## src/hdl/dcache_config.svh

```systemverilog
/* Size parameters of the data cache: word, address, set count and
   write-buffer depth. */

`ifndef DCACHE_CONFIG_SVH
`define DCACHE_CONFIG_SVH

// Width of one data word in bits.
`define DC_WORD_W 32

// One byte select per byte of the word.
`define DC_SEL_W (`DC_WORD_W / 8)

// Width of a word address.
`define DC_ADDR_W 16

// Number of sets in the direct-mapped array.
`define DC_SETS 16

// Index bits, which must match the set count above.
`define DC_INDEX_W 4

// The tag is whatever the index leaves of the word address.
`define DC_TAG_W (`DC_ADDR_W - `DC_INDEX_W)

// Entries in the write buffer toward memory.
// The depth is a power of two, so the buffer pointers wrap on their own.
`define DC_WBUF_DEPTH 4

`endif

```

## src/hdl/dcache_pkg.sv

```systemverilog
/* Shared types of the data cache: operation and sequencer enums,
   the memory request struct and the lookup result struct. */

`default_nettype none

`include "dcache_config.svh"

package dcache_pkg;

	// Operation code carried on both memory ports.
	typedef enum logic [1:0] {
		PI_NOP = 2'b00,
		PI_WR  = 2'b01,
		PI_RD  = 2'b10
	} pi_op_e;

	// State of the memory-port sequencer.
	typedef enum logic [1:0] {
		PORT_IDLE  = 2'b00,
		PORT_WRITE = 2'b01,
		PORT_READ  = 2'b10
	} port_state_e;

	// One memory request.
	// The same layout is used on the processor side and toward memory.
	typedef struct packed {
		pi_op_e                 op;
		logic [`DC_ADDR_W-1:0]  addr;
		logic [`DC_WORD_W-1:0]  data;
		logic [`DC_SEL_W-1:0]   sel;
	} mem_req_t;

	// Result of a lookup, valid one cycle after the index was presented.
	// The sweeping flag is live and does not depend on a lookup.
	typedef struct packed {
		logic                   hit;
		logic [`DC_WORD_W-1:0]  word;
		logic                   sweeping;
	} lookup_t;

endpackage

`default_nettype wire

```

## src/hdl/dcache_store.sv

```systemverilog
/* Tag, data and valid arrays of the direct-mapped cache, with the
   post-reset invalidation sweep and the registered lookup. */

`timescale 1ns/1ps
`default_nettype none

`include "dcache_config.svh"

module dcache_store (
	input  wire                     clk_i,
	input  wire                     rst_i,
	input  wire                     cenable_i,
	input  wire [`DC_INDEX_W-1:0]   rd_index_i,
	input  wire                     rd_en_i,
	input  wire                     wr_en_i,
	input  wire [`DC_ADDR_W-1:0]    wr_addr_i,
	input  wire [`DC_WORD_W-1:0]    wr_word_i,
	output dcache_pkg::lookup_t     lookup_o
);

	logic [`DC_TAG_W-1:0]   tag_mem  [`DC_SETS];
	logic [`DC_WORD_W-1:0]  data_mem [`DC_SETS];
	logic [`DC_SETS-1:0]    valid_q;

	logic                   sweep_q;
	logic [`DC_INDEX_W-1:0] sweep_idx_q;

	logic [`DC_TAG_W-1:0]   rd_tag_q;
	logic [`DC_WORD_W-1:0]  rd_word_q;
	logic                   rd_valid_q;
	logic                   rd_cen_q;

	logic [`DC_INDEX_W-1:0] wr_index;
	logic [`DC_TAG_W-1:0]   wr_tag;

	// The write address is also the address the controller is resolving,
	// so its tag is the one compared against the stored tag.
	assign wr_index = wr_addr_i[`DC_INDEX_W-1:0];
	assign wr_tag   = wr_addr_i[`DC_ADDR_W-1:`DC_INDEX_W];

	// Sweep counter.
	// It walks every set once after reset, one set per cycle.
	always_ff @(posedge clk_i) begin
		if (rst_i) begin
			sweep_q     <= 1'b1;
			sweep_idx_q <= '0;
		end else if (sweep_q) begin
			sweep_idx_q <= sweep_idx_q + 1'b1;
			if (sweep_idx_q == `DC_INDEX_W'(`DC_SETS - 1)) begin
				sweep_q <= 1'b0;
			end
		end
	end

	// Valid bits are cleared by the sweep and set by a store write.
	always_ff @(posedge clk_i) begin
		if (sweep_q) begin
			valid_q[sweep_idx_q] <= 1'b0;
		end else if (wr_en_i) begin
			valid_q[wr_index] <= 1'b1;
		end
	end

	always_ff @(posedge clk_i) begin
		if (wr_en_i) begin
			tag_mem[wr_index]  <= wr_tag;
			data_mem[wr_index] <= wr_word_i;
		end
	end

	// Registered read port.
	// A write to the same set at the same edge is not seen here; the
	// controller covers that case.
	always_ff @(posedge clk_i) begin
		if (rd_en_i) begin
			rd_tag_q  <= tag_mem[rd_index_i];
			rd_word_q <= data_mem[rd_index_i];
		end
	end

	always_ff @(posedge clk_i) begin
		if (rst_i) begin
			rd_valid_q <= 1'b0;
			rd_cen_q   <= 1'b0;
		end else if (rd_en_i) begin
			rd_valid_q <= valid_q[rd_index_i];
			rd_cen_q   <= cenable_i;
		end
	end

	// Caching is judged on the enable seen when the lookup was started.
	assign lookup_o.hit      = rd_valid_q && rd_cen_q && (rd_tag_q == wr_tag);
	assign lookup_o.word     = rd_word_q;
	assign lookup_o.sweeping = sweep_q;

endmodule

`default_nettype wire

```

## src/hdl/dcache_mem_port.sv

```systemverilog
/* Write buffer toward memory and the sequencer that drains it and
   issues read fetches on the memory port. */

`timescale 1ns/1ps
`default_nettype none

`include "dcache_config.svh"

module dcache_mem_port #(
	parameter int LVL_W = $clog2(`DC_WBUF_DEPTH + 1)
) (
	input  wire                     clk_i,
	input  wire                     rst_i,
	input  wire                     push_i,
	input  wire dcache_pkg::mem_req_t push_req_i,
	input  wire                     fetch_i,
	input  wire [`DC_ADDR_W-1:0]    fetch_addr_i,
	output logic [LVL_W-1:0]        level_o,
	output logic                    fetch_done_o,
	output logic [`DC_WORD_W-1:0]   fetch_word_o,
	output dcache_pkg::mem_req_t    s_req_o,
	input  wire [`DC_WORD_W-1:0]    s_data_i,
	input  wire                     s_rdy_i
);

	localparam int PTR_W = $clog2(`DC_WBUF_DEPTH);

	dcache_pkg::mem_req_t       buf_q [`DC_WBUF_DEPTH];
	logic [PTR_W-1:0]           wr_ptr_q;
	logic [PTR_W-1:0]           rd_ptr_q;
	logic [LVL_W-1:0]           level_q;

	dcache_pkg::port_state_e    state_q;
	dcache_pkg::port_state_e    state_d;
	logic                       fetch_pend_q;

	logic                       issue_wr;
	logic                       issue_rd;

	// A write goes out whenever the memory is ready and the buffer is
	// not empty. A fetch waits until every buffered write has gone out.
	assign issue_wr = s_rdy_i && (level_q != '0) && (state_q != dcache_pkg::PORT_READ);
	assign issue_rd = s_rdy_i && (level_q == '0) && fetch_pend_q &&
		(state_q != dcache_pkg::PORT_READ);

	// The buffer head falls through to the memory port.
	always_ff @(posedge clk_i) begin
		if (push_i) begin
			buf_q[wr_ptr_q] <= push_req_i;
		end
	end

	always_ff @(posedge clk_i) begin
		if (rst_i) begin
			wr_ptr_q <= '0;
			rd_ptr_q <= '0;
			level_q  <= '0;
		end else begin
			if (push_i) begin
				wr_ptr_q <= wr_ptr_q + 1'b1;
			end
			if (issue_wr) begin
				rd_ptr_q <= rd_ptr_q + 1'b1;
			end
			case ({push_i, issue_wr})
				2'b10:   level_q <= level_q + 1'b1;
				2'b01:   level_q <= level_q - 1'b1;
				default: level_q <= level_q;
			endcase
		end
	end

	// Sequencer.
	// A write needs no answer, so the next one may go out in the cycle
	// that completes it. A read stays in PORT_READ until its word arrives.
	always_comb begin
		state_d = state_q;
		case (state_q)
			dcache_pkg::PORT_READ: begin
				if (s_rdy_i) begin
					state_d = dcache_pkg::PORT_IDLE;
				end
			end
			default: begin
				if (issue_wr) begin
					state_d = dcache_pkg::PORT_WRITE;
				end else if (issue_rd) begin
					state_d = dcache_pkg::PORT_READ;
				end else if (s_rdy_i) begin
					state_d = dcache_pkg::PORT_IDLE;
				end
			end
		endcase
	end

	always_ff @(posedge clk_i) begin
		if (rst_i) begin
			state_q      <= dcache_pkg::PORT_IDLE;
			fetch_pend_q <= 1'b0;
		end else begin
			state_q <= state_d;
			if (issue_rd) begin
				fetch_pend_q <= 1'b0;
			end else if (fetch_i) begin
				fetch_pend_q <= 1'b1;
			end
		end
	end

	// The fetch address is held by the controller until the fetch is done.
	always_comb begin
		s_req_o    = buf_q[rd_ptr_q];
		s_req_o.op = dcache_pkg::PI_NOP;
		if (issue_wr) begin
			s_req_o.op = dcache_pkg::PI_WR;
		end else if (issue_rd) begin
			s_req_o.op   = dcache_pkg::PI_RD;
			s_req_o.addr = fetch_addr_i;
			s_req_o.data = '0;
			s_req_o.sel  = '1;
		end
	end

	assign level_o      = level_q;
	assign fetch_done_o = (state_q == dcache_pkg::PORT_READ) && s_rdy_i;
	assign fetch_word_o = s_data_i;

endmodule

`default_nettype wire

```

## src/hdl/dcache_ctrl.sv

```systemverilog
/* Cache controller: holds the accepted request, resolves hit or miss,
   drives the processor side and orders fills and write merges. */

`timescale 1ns/1ps
`default_nettype none

`include "dcache_config.svh"

module dcache_ctrl #(
	parameter int LVL_W = $clog2(`DC_WBUF_DEPTH + 1)
) (
	input  wire                     clk_i,
	input  wire                     rst_i,
	input  wire dcache_pkg::mem_req_t m_req_i,
	input  wire                     cenable_i,
	output logic [`DC_WORD_W-1:0]   m_data_o,
	output logic                    m_rdy_o,
	output logic [`DC_INDEX_W-1:0]  rd_index_o,
	output logic                    rd_en_o,
	output logic                    wr_en_o,
	output logic [`DC_ADDR_W-1:0]   wr_addr_o,
	output logic [`DC_WORD_W-1:0]   wr_word_o,
	input  wire dcache_pkg::lookup_t lookup_i,
	output logic                    push_o,
	output dcache_pkg::mem_req_t    push_req_o,
	output logic                    fetch_o,
	output logic [`DC_ADDR_W-1:0]   fetch_addr_o,
	input  wire [LVL_W-1:0]         level_i,
	input  wire                     fetch_done_i,
	input  wire [`DC_WORD_W-1:0]    fetch_word_i
);

	dcache_pkg::mem_req_t   req_q;
	logic                   look_q;
	logic                   stall_q;
	logic                   miss_q;
	logic                   fill_src_q;
	logic [`DC_WORD_W-1:0]  fill_word_q;
	logic                   last_wr_q;
	logic [`DC_INDEX_W-1:0] last_idx_q;
	logic [`DC_WORD_W-1:0]  last_word_q;

	logic [`DC_INDEX_W-1:0] req_idx;
	logic                   accept;
	logic                   same_set;
	logic                   miss_now;
	logic                   fill;
	logic [`DC_WORD_W-1:0]  base_word;
	logic [`DC_WORD_W-1:0]  merged;

	assign req_idx = req_q.addr[`DC_INDEX_W-1:0];

	// look_q marks the cycle in which lookup_i belongs to req_q.
	assign miss_now = look_q && (req_q.op == dcache_pkg::PI_RD) && !lookup_i.hit;
	assign fill     = miss_q && fetch_done_i;

	// Not ready while sweeping, stalling, missing, or when one more write
	// could overrun the buffer.
	assign m_rdy_o = !lookup_i.sweeping && !stall_q && !miss_q && !miss_now &&
		(level_i < LVL_W'(`DC_WBUF_DEPTH - 1));

	assign accept = m_rdy_o && (m_req_i.op != dcache_pkg::PI_NOP);

	// A read right behind a write to its set would see the word from
	// before the merge, so it is looked up a second time.
	assign same_set = (m_req_i.op == dcache_pkg::PI_RD) && look_q &&
		(req_q.op == dcache_pkg::PI_WR) && (m_req_i.addr[`DC_INDEX_W-1:0] == req_idx);

	// Back-to-back writes to one set take the previous merge as their base.
	assign base_word = (look_q && last_wr_q && (last_idx_q == req_idx)) ?
		last_word_q : lookup_i.word;

	always_comb begin
		for (int b = 0; b < `DC_SEL_W; b++) begin
			merged[b*8 +: 8] = req_q.sel[b] ? req_q.data[b*8 +: 8] : base_word[b*8 +: 8];
		end
	end

	assign rd_en_o    = accept || stall_q;
	assign rd_index_o = stall_q ? req_idx : m_req_i.addr[`DC_INDEX_W-1:0];

	// Write misses do not allocate. A fill is skipped while caching is off.
	assign wr_en_o   = (look_q && (req_q.op == dcache_pkg::PI_WR) && lookup_i.hit) ||
		(fill && cenable_i);
	assign wr_addr_o = req_q.addr;
	assign wr_word_o = miss_q ? fetch_word_i : merged;

	// Every write goes through to memory from the cycle it is accepted.
	assign push_o       = accept && (m_req_i.op == dcache_pkg::PI_WR);
	assign push_req_o   = m_req_i;
	assign fetch_o      = miss_now;
	assign fetch_addr_o = req_q.addr;

	assign m_data_o = fill_src_q ? fill_word_q : lookup_i.word;

	always_ff @(posedge clk_i) begin
		if (rst_i) begin
			look_q     <= 1'b0;
			stall_q    <= 1'b0;
			miss_q     <= 1'b0;
			fill_src_q <= 1'b0;
			last_wr_q  <= 1'b0;
		end else begin
			look_q    <= (accept && !same_set) || stall_q;
			stall_q   <= accept && same_set;
			last_wr_q <= wr_en_o;
			if (miss_now) begin
				miss_q <= 1'b1;
			end else if (fetch_done_i) begin
				miss_q <= 1'b0;
			end
			if (accept) begin
				fill_src_q <= 1'b0;
			end else if (fill) begin
				fill_src_q <= 1'b1;
			end
		end
	end

	always_ff @(posedge clk_i) begin
		if (accept) begin
			req_q <= m_req_i;
		end
		if (fill) begin
			fill_word_q <= fetch_word_i;
		end
		last_idx_q  <= req_idx;
		last_word_q <= wr_word_o;
	end

endmodule

`default_nettype wire

```

## src/hdl/dcache_top.sv

```systemverilog
/* Top of the write-through data cache: store, memory port and controller. */

`timescale 1ns/1ps
`default_nettype none

`include "dcache_config.svh"

module dcache_top (
	input  wire                     clk_i,
	input  wire                     rst_i,
	input  wire                     cenable_i,
	input  wire dcache_pkg::mem_req_t m_req_i,
	output logic [`DC_WORD_W-1:0]   m_data_o,
	output logic                    m_rdy_o,
	output dcache_pkg::mem_req_t    s_req_o,
	input  wire [`DC_WORD_W-1:0]    s_data_i,
	input  wire                     s_rdy_i
);

	localparam int LVL_W = $clog2(`DC_WBUF_DEPTH + 1);

	logic [`DC_INDEX_W-1:0] rd_index;
	logic                   rd_en;
	logic                   wr_en;
	logic [`DC_ADDR_W-1:0]  wr_addr;
	logic [`DC_WORD_W-1:0]  wr_word;
	dcache_pkg::lookup_t    lookup;
	logic                   push;
	dcache_pkg::mem_req_t   push_req;
	logic                   fetch;
	logic [`DC_ADDR_W-1:0]  fetch_addr;
	logic [LVL_W-1:0]       level;
	logic                   fetch_done;
	logic [`DC_WORD_W-1:0]  fetch_word;

	dcache_store u_store (
		.clk_i      (clk_i),
		.rst_i      (rst_i),
		.cenable_i  (cenable_i),
		.rd_index_i (rd_index),
		.rd_en_i    (rd_en),
		.wr_en_i    (wr_en),
		.wr_addr_i  (wr_addr),
		.wr_word_i  (wr_word),
		.lookup_o   (lookup)
	);

	dcache_mem_port #(
		.LVL_W (LVL_W)
	) u_port (
		.clk_i        (clk_i),
		.rst_i        (rst_i),
		.push_i       (push),
		.push_req_i   (push_req),
		.fetch_i      (fetch),
		.fetch_addr_i (fetch_addr),
		.level_o      (level),
		.fetch_done_o (fetch_done),
		.fetch_word_o (fetch_word),
		.s_req_o      (s_req_o),
		.s_data_i     (s_data_i),
		.s_rdy_i      (s_rdy_i)
	);

	dcache_ctrl #(
		.LVL_W (LVL_W)
	) u_ctrl (
		.clk_i        (clk_i),
		.rst_i        (rst_i),
		.m_req_i      (m_req_i),
		.cenable_i    (cenable_i),
		.m_data_o     (m_data_o),
		.m_rdy_o      (m_rdy_o),
		.rd_index_o   (rd_index),
		.rd_en_o      (rd_en),
		.wr_en_o      (wr_en),
		.wr_addr_o    (wr_addr),
		.wr_word_o    (wr_word),
		.lookup_i     (lookup),
		.push_o       (push),
		.push_req_o   (push_req),
		.fetch_o      (fetch),
		.fetch_addr_o (fetch_addr),
		.level_i      (level),
		.fetch_done_i (fetch_done),
		.fetch_word_i (fetch_word)
	);

endmodule

`default_nettype wire

```

## config.mk

```make
export PLATFORM = sky130hd
export DESIGN_NAME = dcache_top
export DESIGN_NICKNAME = d
export VERILOG_FILES = /design/src/hdl/dcache_pkg.sv /design/src/hdl/dcache_store.sv /design/src/hdl/dcache_mem_port.sv /design/src/hdl/dcache_ctrl.sv /design/src/hdl/dcache_top.sv
export VERILOG_INCLUDE_DIRS = /design/src /design/src/hdl
export SDC_FILE = /design/constraint.sdc
export NUM_CORES = 1
export LEC_CHECK = 0
export BUFFER_PORTS_ARGS = -buffer_cell sky130_fd_sc_hd__buf_4
export CAP_MARGIN = 20
export CORE_UTILIZATION = 30
export DETAILED_ROUTE_END_ITERATION = 8
export PLACE_DENSITY = 0.45
export SYNTH_ARGS = -nofsm -noshare
export SYNTH_HDL_FRONTEND = slang
export SYNTH_HIERARCHICAL = 1
export SYNTH_SLANG_ARGS = --single-unit
```

## constraint.sdc

```tcl
create_clock -name clk_i -period 8.62 [get_ports clk_i]
set_input_delay 1.724 -clock clk_i [delete_from_list [all_inputs] [get_ports clk_i]]
set_output_delay 1.724 -clock clk_i [all_outputs]
set_load 0.01 [all_outputs]
```

Yosys cells after proc, flatten, opt, wreduce, memory -nomap -nowiden. Memories as Yosys holds them, arrays and structs flattened. A register that Yosys moved wholly into a read port is not among the register bits. Cells that the tools add are included.

Add/subtract/negate cells: 5. Order comparisons: 6. Equality and inequality tests: 12. Multiplexer cells: 34. Bitwise gates (word level): 3. Reductions and logical operators: 46.

Operators by type and width (number): 32-bit 2-to-1 mux (3); 54-bit 2-to-1 mux (1); 52-bit 2-to-1 mux (1); 16-bit 2-to-1 mux (2); 8-bit 2-to-1 mux (4); 1-bit logical AND (29); 16-bit AND (1); 16-bit inverter (1); 16-bit bitwise OR (1); 4-bit by 5-bit less-than comparator with 1-bit output, second input constant (3); 2-bit 2-to-1 mux (7); 12-bit == test (1); 1-bit 2-to-1 mux (11); 1-bit demux with 4-bit select (2); 2-bit == test, second input constant (4); 4-bit == test (2); 4-bit by 1-bit greater-or-equal comparator with 1-bit output, second input constant (2); 2-bit nonzero test (4); 2-bit by 1-bit == test with 1-bit output, second input constant (3); 1-bit zero test (6); 3-bit case mux with 2 select lines (1); 2-bit by 1-bit adder with 2-bit output, second input constant (2); 4-bit by 1-bit adder with 4-bit output, second input constant (1); 1-bit binary-select mux with 4-bit select (1); 10 further kinds (13).

Bits in registers: 160. RAM bits: 920. Input bits: 90. Output and inout port bits: 87. Logic and storage cells: 131. Memories kept: 3.

Memories: u_store.data_mem (words 16, bits a word 32, rd ports 1, clocked after memory_dff 1, wr ports 1, line dcache_store.sv:22) `` logic [`DC_WORD_W-1:0] data_mem [`DC_SETS]; ``; u_port.buf_q (words 4, bits a word 54, rd ports 1, clocked after memory_dff 1, wr ports 1, line dcache_mem_port.sv:28) `` dcache_pkg::mem_req_t buf_q [`DC_WBUF_DEPTH]; ``; u_store.tag_mem (words 16, bits a word 12, rd ports 1, clocked after memory_dff 1, wr ports 1, line dcache_store.sv:21) `` logic [`DC_TAG_W-1:0] tag_mem [`DC_SETS]; ``.

Depth between registers and ports, before layout. Gate-level depths: netlist of the first run.

Word-level depth: 11. Mapped depth: 14.

Cells and area by module. The synthesis of the first run kept the hierarchy.

Modules (own cells, without submodules): dcache_store (times used 1, cells an instance 1176, area an instance 29199.3 µm², sequential area each 23082.1 µm²); dcache_mem_port (times used 1, cells an instance 428, area an instance 8792.2 µm², sequential area each 6486.2 µm²); dcache_ctrl (times used 1, cells an instance 495, area an instance 5923.2 µm², sequential area each 3403.3 µm²).

Worst setup path after synthesis of the first run. No wires, ideal clock.

Kind: input port to flip-flop. From: in s_rdy_i. To: mem u_store/data_mem[12][0] in the netlist's numbering (enable). Setup time: 0.500 ns. Arrival time: 6.962 ns. Data required time: 8.120 ns. Path slack: 1.159 ns. Cell stages on the path: 7. Cell sequence: inv_1 > nor2_1 > clkinv_1 > nor2_1 > a22o_1 > nand3_1 > nor3_1.

Longest elaborated chain between the ends: 6.

RTL lines: start: declaration (line dcache_top.sv:17) `input wire s_rdy_i`; 1-bit logical AND (line dcache_mem_port.sv:125) `assign fetch_done_o = (state_q == dcache_pkg::PORT_READ) && s_rdy_i;`; net fetch_done (line dcache_top.sv:33) `logic fetch_done;`; 1-bit logical AND (line dcache_ctrl.sv:55) `assign fill = miss_q && fetch_done_i;`; net u_ctrl.fill (line dcache_ctrl.sv:47) `logic fill;`; 1-bit logical AND (line dcache_ctrl.sv:84) `(fill && cenable_i);`; 1-bit logical OR (line dcache_ctrl.sv:83) `assign wr_en_o = (look_q && (req_q.op == dcache_pkg::PI_WR) && lookup_i.hit) ||`; net wr_en (line dcache_top.sv:24) `logic wr_en;`; 1-bit 2-to-1 mux (line dcache_store.sv:65) `if (wr_en_i) begin`; 1-bit 2-to-1 mux (not written as such) (line dcache_store.sv:67) `data_mem[wr_index] <= wr_word_i;`; end: declaration (line dcache_store.sv:22).

The timed path passes the listed nets, and every way through them passes these cells.

==> summary.txt, run 1 <==
Outcome
  • Outcome: finished, final reports clean

Power and ir drop
  • Reported leakage power: about 16 nW
  • Largest voltage drop on the vdd net: approximately 0.16 mV
  • Power density over the cells: roughly 220 nW/µm²
  • Total design power: about 11 mW

Min path
  • Path class of the lowest-slack min-delay path: reg2reg

Routing
  • Via-to-Cell Ratio: roughly 5
  • Post-detailed-route count of antenna-violating nets: 0
  • Initial DRT Pass Iterations: 5
  • Remaining design rule violation count: 0
  • Initial DRC Count: about 1.8k
  • Post-DR wirelength/cell: 27.55 µm
  • DRT Wirelength: ~120 mm
  • Vias after detailed routing: 21.13k

Timing
  • Final critical-path required period: 4.933 ns
  • Setup WS post-layout: roughly 3.7 ns
  • Post-route fraction of the period consumed by the critical path: 0.5723
  • Unrepaired setup endpoints after global routing: false
  • Max-slew headroom at the worst pin: 0.2270
  • Final-layout setup total negative slack: 0 ns
  • Final max-slew violation count: 0
  • Final Hold Fails: 0
  • Slew at the pin closest to its max-slew limit: approximately 1.2 ns
  • Max Clock Skew: between 0.02 and 0.03 ns
  • Highest Clock Rate: roughly 0.20 GHz
  • Number of setup violations in the final report: 0

GRT
  • Vias in the first global route: around 22k
  • Global-route wire length before repair: 167.0 mm
  • Total track usage: 0.1578
  • Initial antenna violation count: 4
  • Largest net degree at the start of global routing: around 110
  • Total global routing overflow: 0

Run
  • Max-cap check violation count: 0

Finish
  • Post-route design area: about 51,000 µm²
  • Layout cell share with drive strength beyond 1: 0.3252
  • Count of nets after finishing: 2,340
  • Area growth from synthesis to final layout: 15.33%
  • Final core area utilization: 0.3482

Synthesis
  • Average size of a mapped cell: 20.93 µm²
  • Gate count after technology mapping: roughly 2.1k
  • Total of warnings raised by yosys: 6
  • Synthesized cell area: between 40,000 and 50,000 µm²
  • Nets in the synthesized netlist: around 2.2k

Floorplanning
  • Area of the core: around 150,000 µm²
  • Die outline height: around 380 µm
  • Die Area: approximately 150,000 µm²
  • I/O pin cnt: 177
  • Die span in x: around 380 µm
  • Initial core utilization: 0.3019
  • Standard-cell row count: 140

Worst setup path
  • Crit path kind: in2out
  • Data arrival at the endpoint of the critical path: between 3 and 4 ns
  • Kind of end point of the critical path: output port
  • Critical Path Source Type: input pin
  • Required time of the critical path: between 6 and 7 ns
  • Crit path max fanout: between 50 and 60

Placement
  • Post-placement cell area: about 47,000 µm²
  • Number of port buffers: about 180
  • Pre-CTS WS: 3.636 ns
  • Final weighted congestion in routability-driven placement: between 0.7 and 0.8
  • Detailed-placement wirelength estimate: 65.85 mm

Clocking
  • Gates resized, CTS repair: 0
  • Deepest level of the CTS H-tree: 3
  • Clock tree from TritonCTS: built
  • Num Clock Sinks: ~1.1k
  • Hold_buf cts: 0
  • Setup fix buffers added after clock tree synthesis: 0
  • Clock buffer count from CTS: ~110
  • Clock edge transition at the registers on the reported setup and hold paths: roughly 0.060 ns
  • Clock buffer depth: 3
  • Clock tree root driver cell: clkbuf_16
  • Source-to-sink clock delay at the later pin of the worst-skew pair: roughly 0.73 ns
flip-flops by register name (all words and copies together) (netlist names), 2 cells and up, named ones only:
signal	count
u_ctrl/fetch_addr_o	16
u_ctrl/fill_word_q	32
u_ctrl/last_idx_q	4
u_ctrl/last_word_q	32
u_ctrl/req_q	38
u_port/buf_q	208
u_port/level_o	3
u_port/rd_ptr_q	2
u_port/state_q	2
u_port/wr_ptr_q	2
u_store/data_mem	512
u_store/rd_tag_q	12
u_store/rd_word_q	32
u_store/sweep_idx_q	4
u_store/tag_mem	192
u_store/valid_q	16
routing by layer:
layer  vias up  track usage  share of wire
li1       8846            -              -
met4         0      0.04505          0.019
met2       585       0.2643           0.50
met1     11550       0.2142           0.44
met3       147      0.02083          0.045
met5         -            0              0
worst max-delay path, stage by stage:
cell    delay (ns)
buf_4         0.11
and4_2        0.23
buf_4         0.52
mux2_2        0.42
buf_4         0.15
path summary, 6_finish.rpt:
| check | slack (ns) | endpoint | startpoint | depth (start not counted) |
|---|---|---|---|---|
| setup / recovery | 3.69 | s_req_o[48] | s_rdy_i | 5 |
| hold / removal | 0.48 | u_port/state_q[0]$_SDFF_PP0_ | u_port/state_q[0]$_SDFF_PP0_ | 2 |
| setup reg to reg | 4.16 | u_store/rd_valid_q$_SDFFE_PP0P_ | u_ctrl/fetch_addr_o[7]$_DFFE_PP_ | 12 |
| hold reg to reg | 0.48 | u_port/state_q[0]$_SDFF_PP0_ | u_port/state_q[0]$_SDFF_PP0_ | 2 |
metrics by stage:
step / std cells / hold WS [ns]
4_1_cts: 4234 / 0.4765
3_3_place_gp: 4019 / 0.4640
3_5_place_dp: 4027 / 0.4683
6_report: 4251 / 0.4801
2_1_floorplan: 2097 / 0.4500
5_1_grt: 4249 / 0.5118
area by class of cell:
cell class	count	area, µm²
Fill cell	13560	94760
Sequential cell	1118	32980
Multi-Input combinational cell	733	9584
Clock buffer	154	3126
Tap cell	1917	2399
Timing Repair Buffer	255	1927
Clock inverter	53	538.0
Inverter	18	67.56
Antenna cell	3	7.507
placed cells by master, fill, tap and decap left out, drive strengths merged, types with 21 or more instances in the layout:
| master | count |
|---|---|
| clkbuf | 155 |
| edfxtp | 1058 |
| o22ai | 28 |
| nand4 | 37 |
| a21oi | 65 |
| o31ai | 33 |
| mux4 | 274 |
| nor2b | 42 |
| buf | 254 |
| inv | 21 |
| nor2 | 37 |
| dfxtp | 60 |
| clkinv | 38 |
| a31oi | 38 |
| mux2 | 53 |
power by group:
group | internal (mW) | switching, mW
clock | 2.83 | 2.06
sequential | 5.89 | 0.00743
combinational | 0.145 | 0.138
total | 8.87 | 2.20
No activity file was read; power rests on OpenSTA's default activity.
==> run 2, diff against run 1 <==
clock period = 4.7 ns   (was 8.62 ns; I/O delays follow)
==> run 2 against run 1 <==
Net effect:
- setup slack lost 3.0 ns
- combinational power grew 92%
- count of clock-buffer cells in the layout shrank 13
- register-to-register slack lost 3.3 ns
- clock power grew 90%
- largest cell class unchanged
==> summary.txt, run 2 (synthesized netlist as in run 1, its figures left out) <==
Finish
  • Layout cell share with drive strength beyond 1: 0.3389 (+0.01367)
  • Number of standard cells in the final layout excluding fillers: 4,275 (+0.56%)
  • Post-route design area: 51,300 µm² (+1.3%)
  • Count of nets after finishing: 2,359 (+0.81%)
  • Commonest non-fill, non-tap cells in the layout: edfxtp_1 (1,058), mux4_2 (273), buf_4 (251)
  • Largest register FFs: 512 (unchanged)
  • Leading registers by flop count: u_store/data_mem x512, u_port/buf_q x208, u_store/tag_mem x192
  • Area growth from synthesis to final layout: 16.85%
  • Most frequent standard cell in the layout excluding fill and tap cells: edfxtp_1
  • Final core area utilization: 0.3528 (+0.004612)
  • Biggest register: u_store/data_mem

Timing
  • Final max-slew violation count: 0 (unchanged)
  • Post-route fraction of the period consumed by the critical path: 0.8529
  • Slew at the pin closest to its max-slew limit: 0.9579 ns (-0.2016 ns)
  • Final critical-path required period: roughly 4.0 ns
  • Max Clock Skew: 0.02734 ns (+0.001894 ns)
  • Number of setup violations in the final report: 0 (unchanged)
  • Setup WS post-layout: 0.6912 ns (-2.996 ns)
  • Highest Clock Rate: approximately 0.25 GHz
  • Unrepaired setup endpoints after global routing: false
  • Final Hold Fails: 0 (unchanged)
  • Fin Hold WS: 0.4481 ns (-0.03201 ns)
  • Max-slew headroom at the worst pin: 0.3614 (+0.1344)
  • Final-layout setup total negative slack: 0 ns (unchanged)

Clocking
  • Clock edge transition at the registers on the reported setup and hold paths: 0.06 ns (about the same)
  • Clock tree root driver cell: clkbuf_16
  • Num Clock Sinks: 1,118 (unchanged)
  • Source-to-sink clock delay at the later pin of the worst-skew pair: 0.69 ns (-0.04 ns)
  • Clock buffer count from CTS: 111 (-2.6%)
  • Deepest level of the CTS H-tree: 3 (unchanged)
  • Clock buffer depth: 3 (unchanged)
  • Setup fix buffers added after clock tree synthesis: 0 (unchanged)
  • Clock tree from TritonCTS: built
  • Hold_buf cts: 0 (unchanged)
  • Gates resized, CTS repair: 0 (unchanged)

Placement
  • Final weighted congestion in routability-driven placement: 0.7553 (+2.8%)
  • Pre-CTS WS: 0.9439 ns (-2.693 ns)
  • Number of port buffers: 176 (unchanged)
  • Detailed-placement wirelength estimate: 69.43 mm (+5.4%)
  • Post-placement cell area: 47,360 µm² (+1.1%)
  • Cell Count Post-Placement: 4,056 (+0.72%)

Worst setup path
  • Critical Path Source Type: flip-flop
  • Top cell family by delay on the critical path: simple AND/OR/NAND/NOR gates
  • Data arrival at the endpoint of the critical path: 3.07 ns (-0.14 ns)
  • Register-to-Register Path Depth: 8 (-4)
  • CP endpoint: m_rdy_o
  • CP startpoint: u_ctrl/fetch_addr_o[12]$_DFFE_PP_
  • Crit path max fanout: 18 (-66%)
  • Total number of cells along the worst setup path: 6 (+1)
  • Buf/Inv on CP: 1 (-2)
  • Minimum setup slack among reg-to-reg paths: 0.88 ns (-3.28 ns)
  • Capturing point of the worst reg2reg path: u_port/buf_q[1][22]$_DFFE_PP_
  • Cell Chain, Critical Path: xnor2_1 > nand4_1 > nor4_1 > and4bb_2 > a211oi_2 > buf_4
  • Largest stage delay on the critical path: 0.64 ns (+0.12 ns)
  • Library cell contributing the largest single delay on the critical path: edfxtp_1
  • Required time of the critical path: 3.76 ns (-3.14 ns)
  • FF-to-FF Start: u_ctrl/fetch_addr_o[12]$_DFFE_PP_
  • Crit path kind: reg2out
  • Kind of end point of the critical path: output port

Floorplanning
  • Die Area: 147,900 µm² (unchanged)
  • I/O pin cnt: 177 (unchanged)
  • Standard-cell row count: 140 (unchanged)
  • Initial core utilization: 0.3019 (unchanged)
  • Die span in x: 384.5 µm (unchanged)
  • Area of the core: 145,400 µm² (unchanged)
  • Die outline height: 384.5 µm (unchanged)

Routing
  • Vias after detailed routing: 21.28k (+0.72%)
  • Via-to-Cell Ratio: 4.978 (+0.15%)
  • Initial DRC Count: 1,998 (+12%)
  • Post-DR wirelength/cell: 27.86 µm (+1.1%)
  • Post-detailed-route count of antenna-violating nets: 0 (unchanged)
  • DRT Wirelength: 119.1 mm (+1.7%)
  • Remaining design rule violation count: 0 (unchanged)
  • Initial DRT Pass Iterations: 5 (unchanged)

Power and ir drop
  • Reported leakage power: 16.09 nW (+1.9%)
  • Power density over the cells: 402.6 nW/µm² (+84%)
  • Largest voltage drop on the vdd net: 0.2426 mV (+52%)
  • Total design power: 20.65 mW (+87%)

GRT
  • Largest net degree at the start of global routing: 71 (-34%)
  • Total global routing overflow: 0 (unchanged)
  • Total track usage: 0.1597 (+0.001873)
  • Vias in the first global route: 21.78k (-1.8%)
  • Global-route wire length before repair: 166.9 mm (about the same)
  • Initial antenna violation count: 8 (+4)

Run
  • Max-cap check violation count: 0 (unchanged)

Outcome
  • Outcome: finished, final reports clean

Min path
  • Path class of the lowest-slack min-delay path: in2reg
run 2: worst min path at each step:
stage                                       from                          endpoint  slack (ns)  depth (start not counted)
floorplan           u_port/state_q[0]$_SDFF_PP0_      u_port/state_q[0]$_SDFF_PP0_        0.45                          2
global placement    u_port/state_q[0]$_SDFF_PP0_      u_port/state_q[0]$_SDFF_PP0_        0.46                          2
detailed placement  u_port/state_q[0]$_SDFF_PP0_      u_port/state_q[0]$_SDFF_PP0_        0.47                          2
CTS                                  s_data_i[7]   u_ctrl/fill_word_q[7]$_DFFE_PP_        0.38                          1
global route                        s_data_i[12]  u_ctrl/fill_word_q[12]$_DFFE_PP_        0.41                          1
finish                              s_data_i[12]  u_ctrl/fill_word_q[12]$_DFFE_PP_        0.45                          1
run 2: metal layers:
metal	global-route usage	vias up	wire length, µm
met2	0.2608	651	57990
li1	-	8903	-
met3	0.02447	124	6108
met4	0.04203	0	2143
met1	0.2218	11610	52870
met5	0	-	0
run 2: final cells by class:
type,instances,area [µm²]
diodes,3,7.507
repair buffers,277,2372
well taps,1917,2399
multi-input cells,733,9622
fillers,13500,94090
clock buffers,141,3064
clock inverters,68,787.0
flip-flops and latches,1118,32980
inverters,18,67.56
run 2: where the power goes:
part           leakage (nW)  internal [mW]  total [mW]  switching, mW
combinational          4.18          0.274       0.543          0.269
clock                  1.89           5.53        9.29           3.76
sequential             10.0           10.8        10.8         0.0134
run 2: worst reg2reg max path: cells and delay by family (launching register included):
| family | cells | cell delay (ns) |
|---|---|---|
| xor gates and xnor gates | 1 | 0.40 |
| and+or+nand+nor | 5 | 1.85 |
| buffers and inverters | 1 | 0.31 |
| AOI/OAI and AO/OA | 1 | 0.25 |
| DFF | 1 | 0.64 |
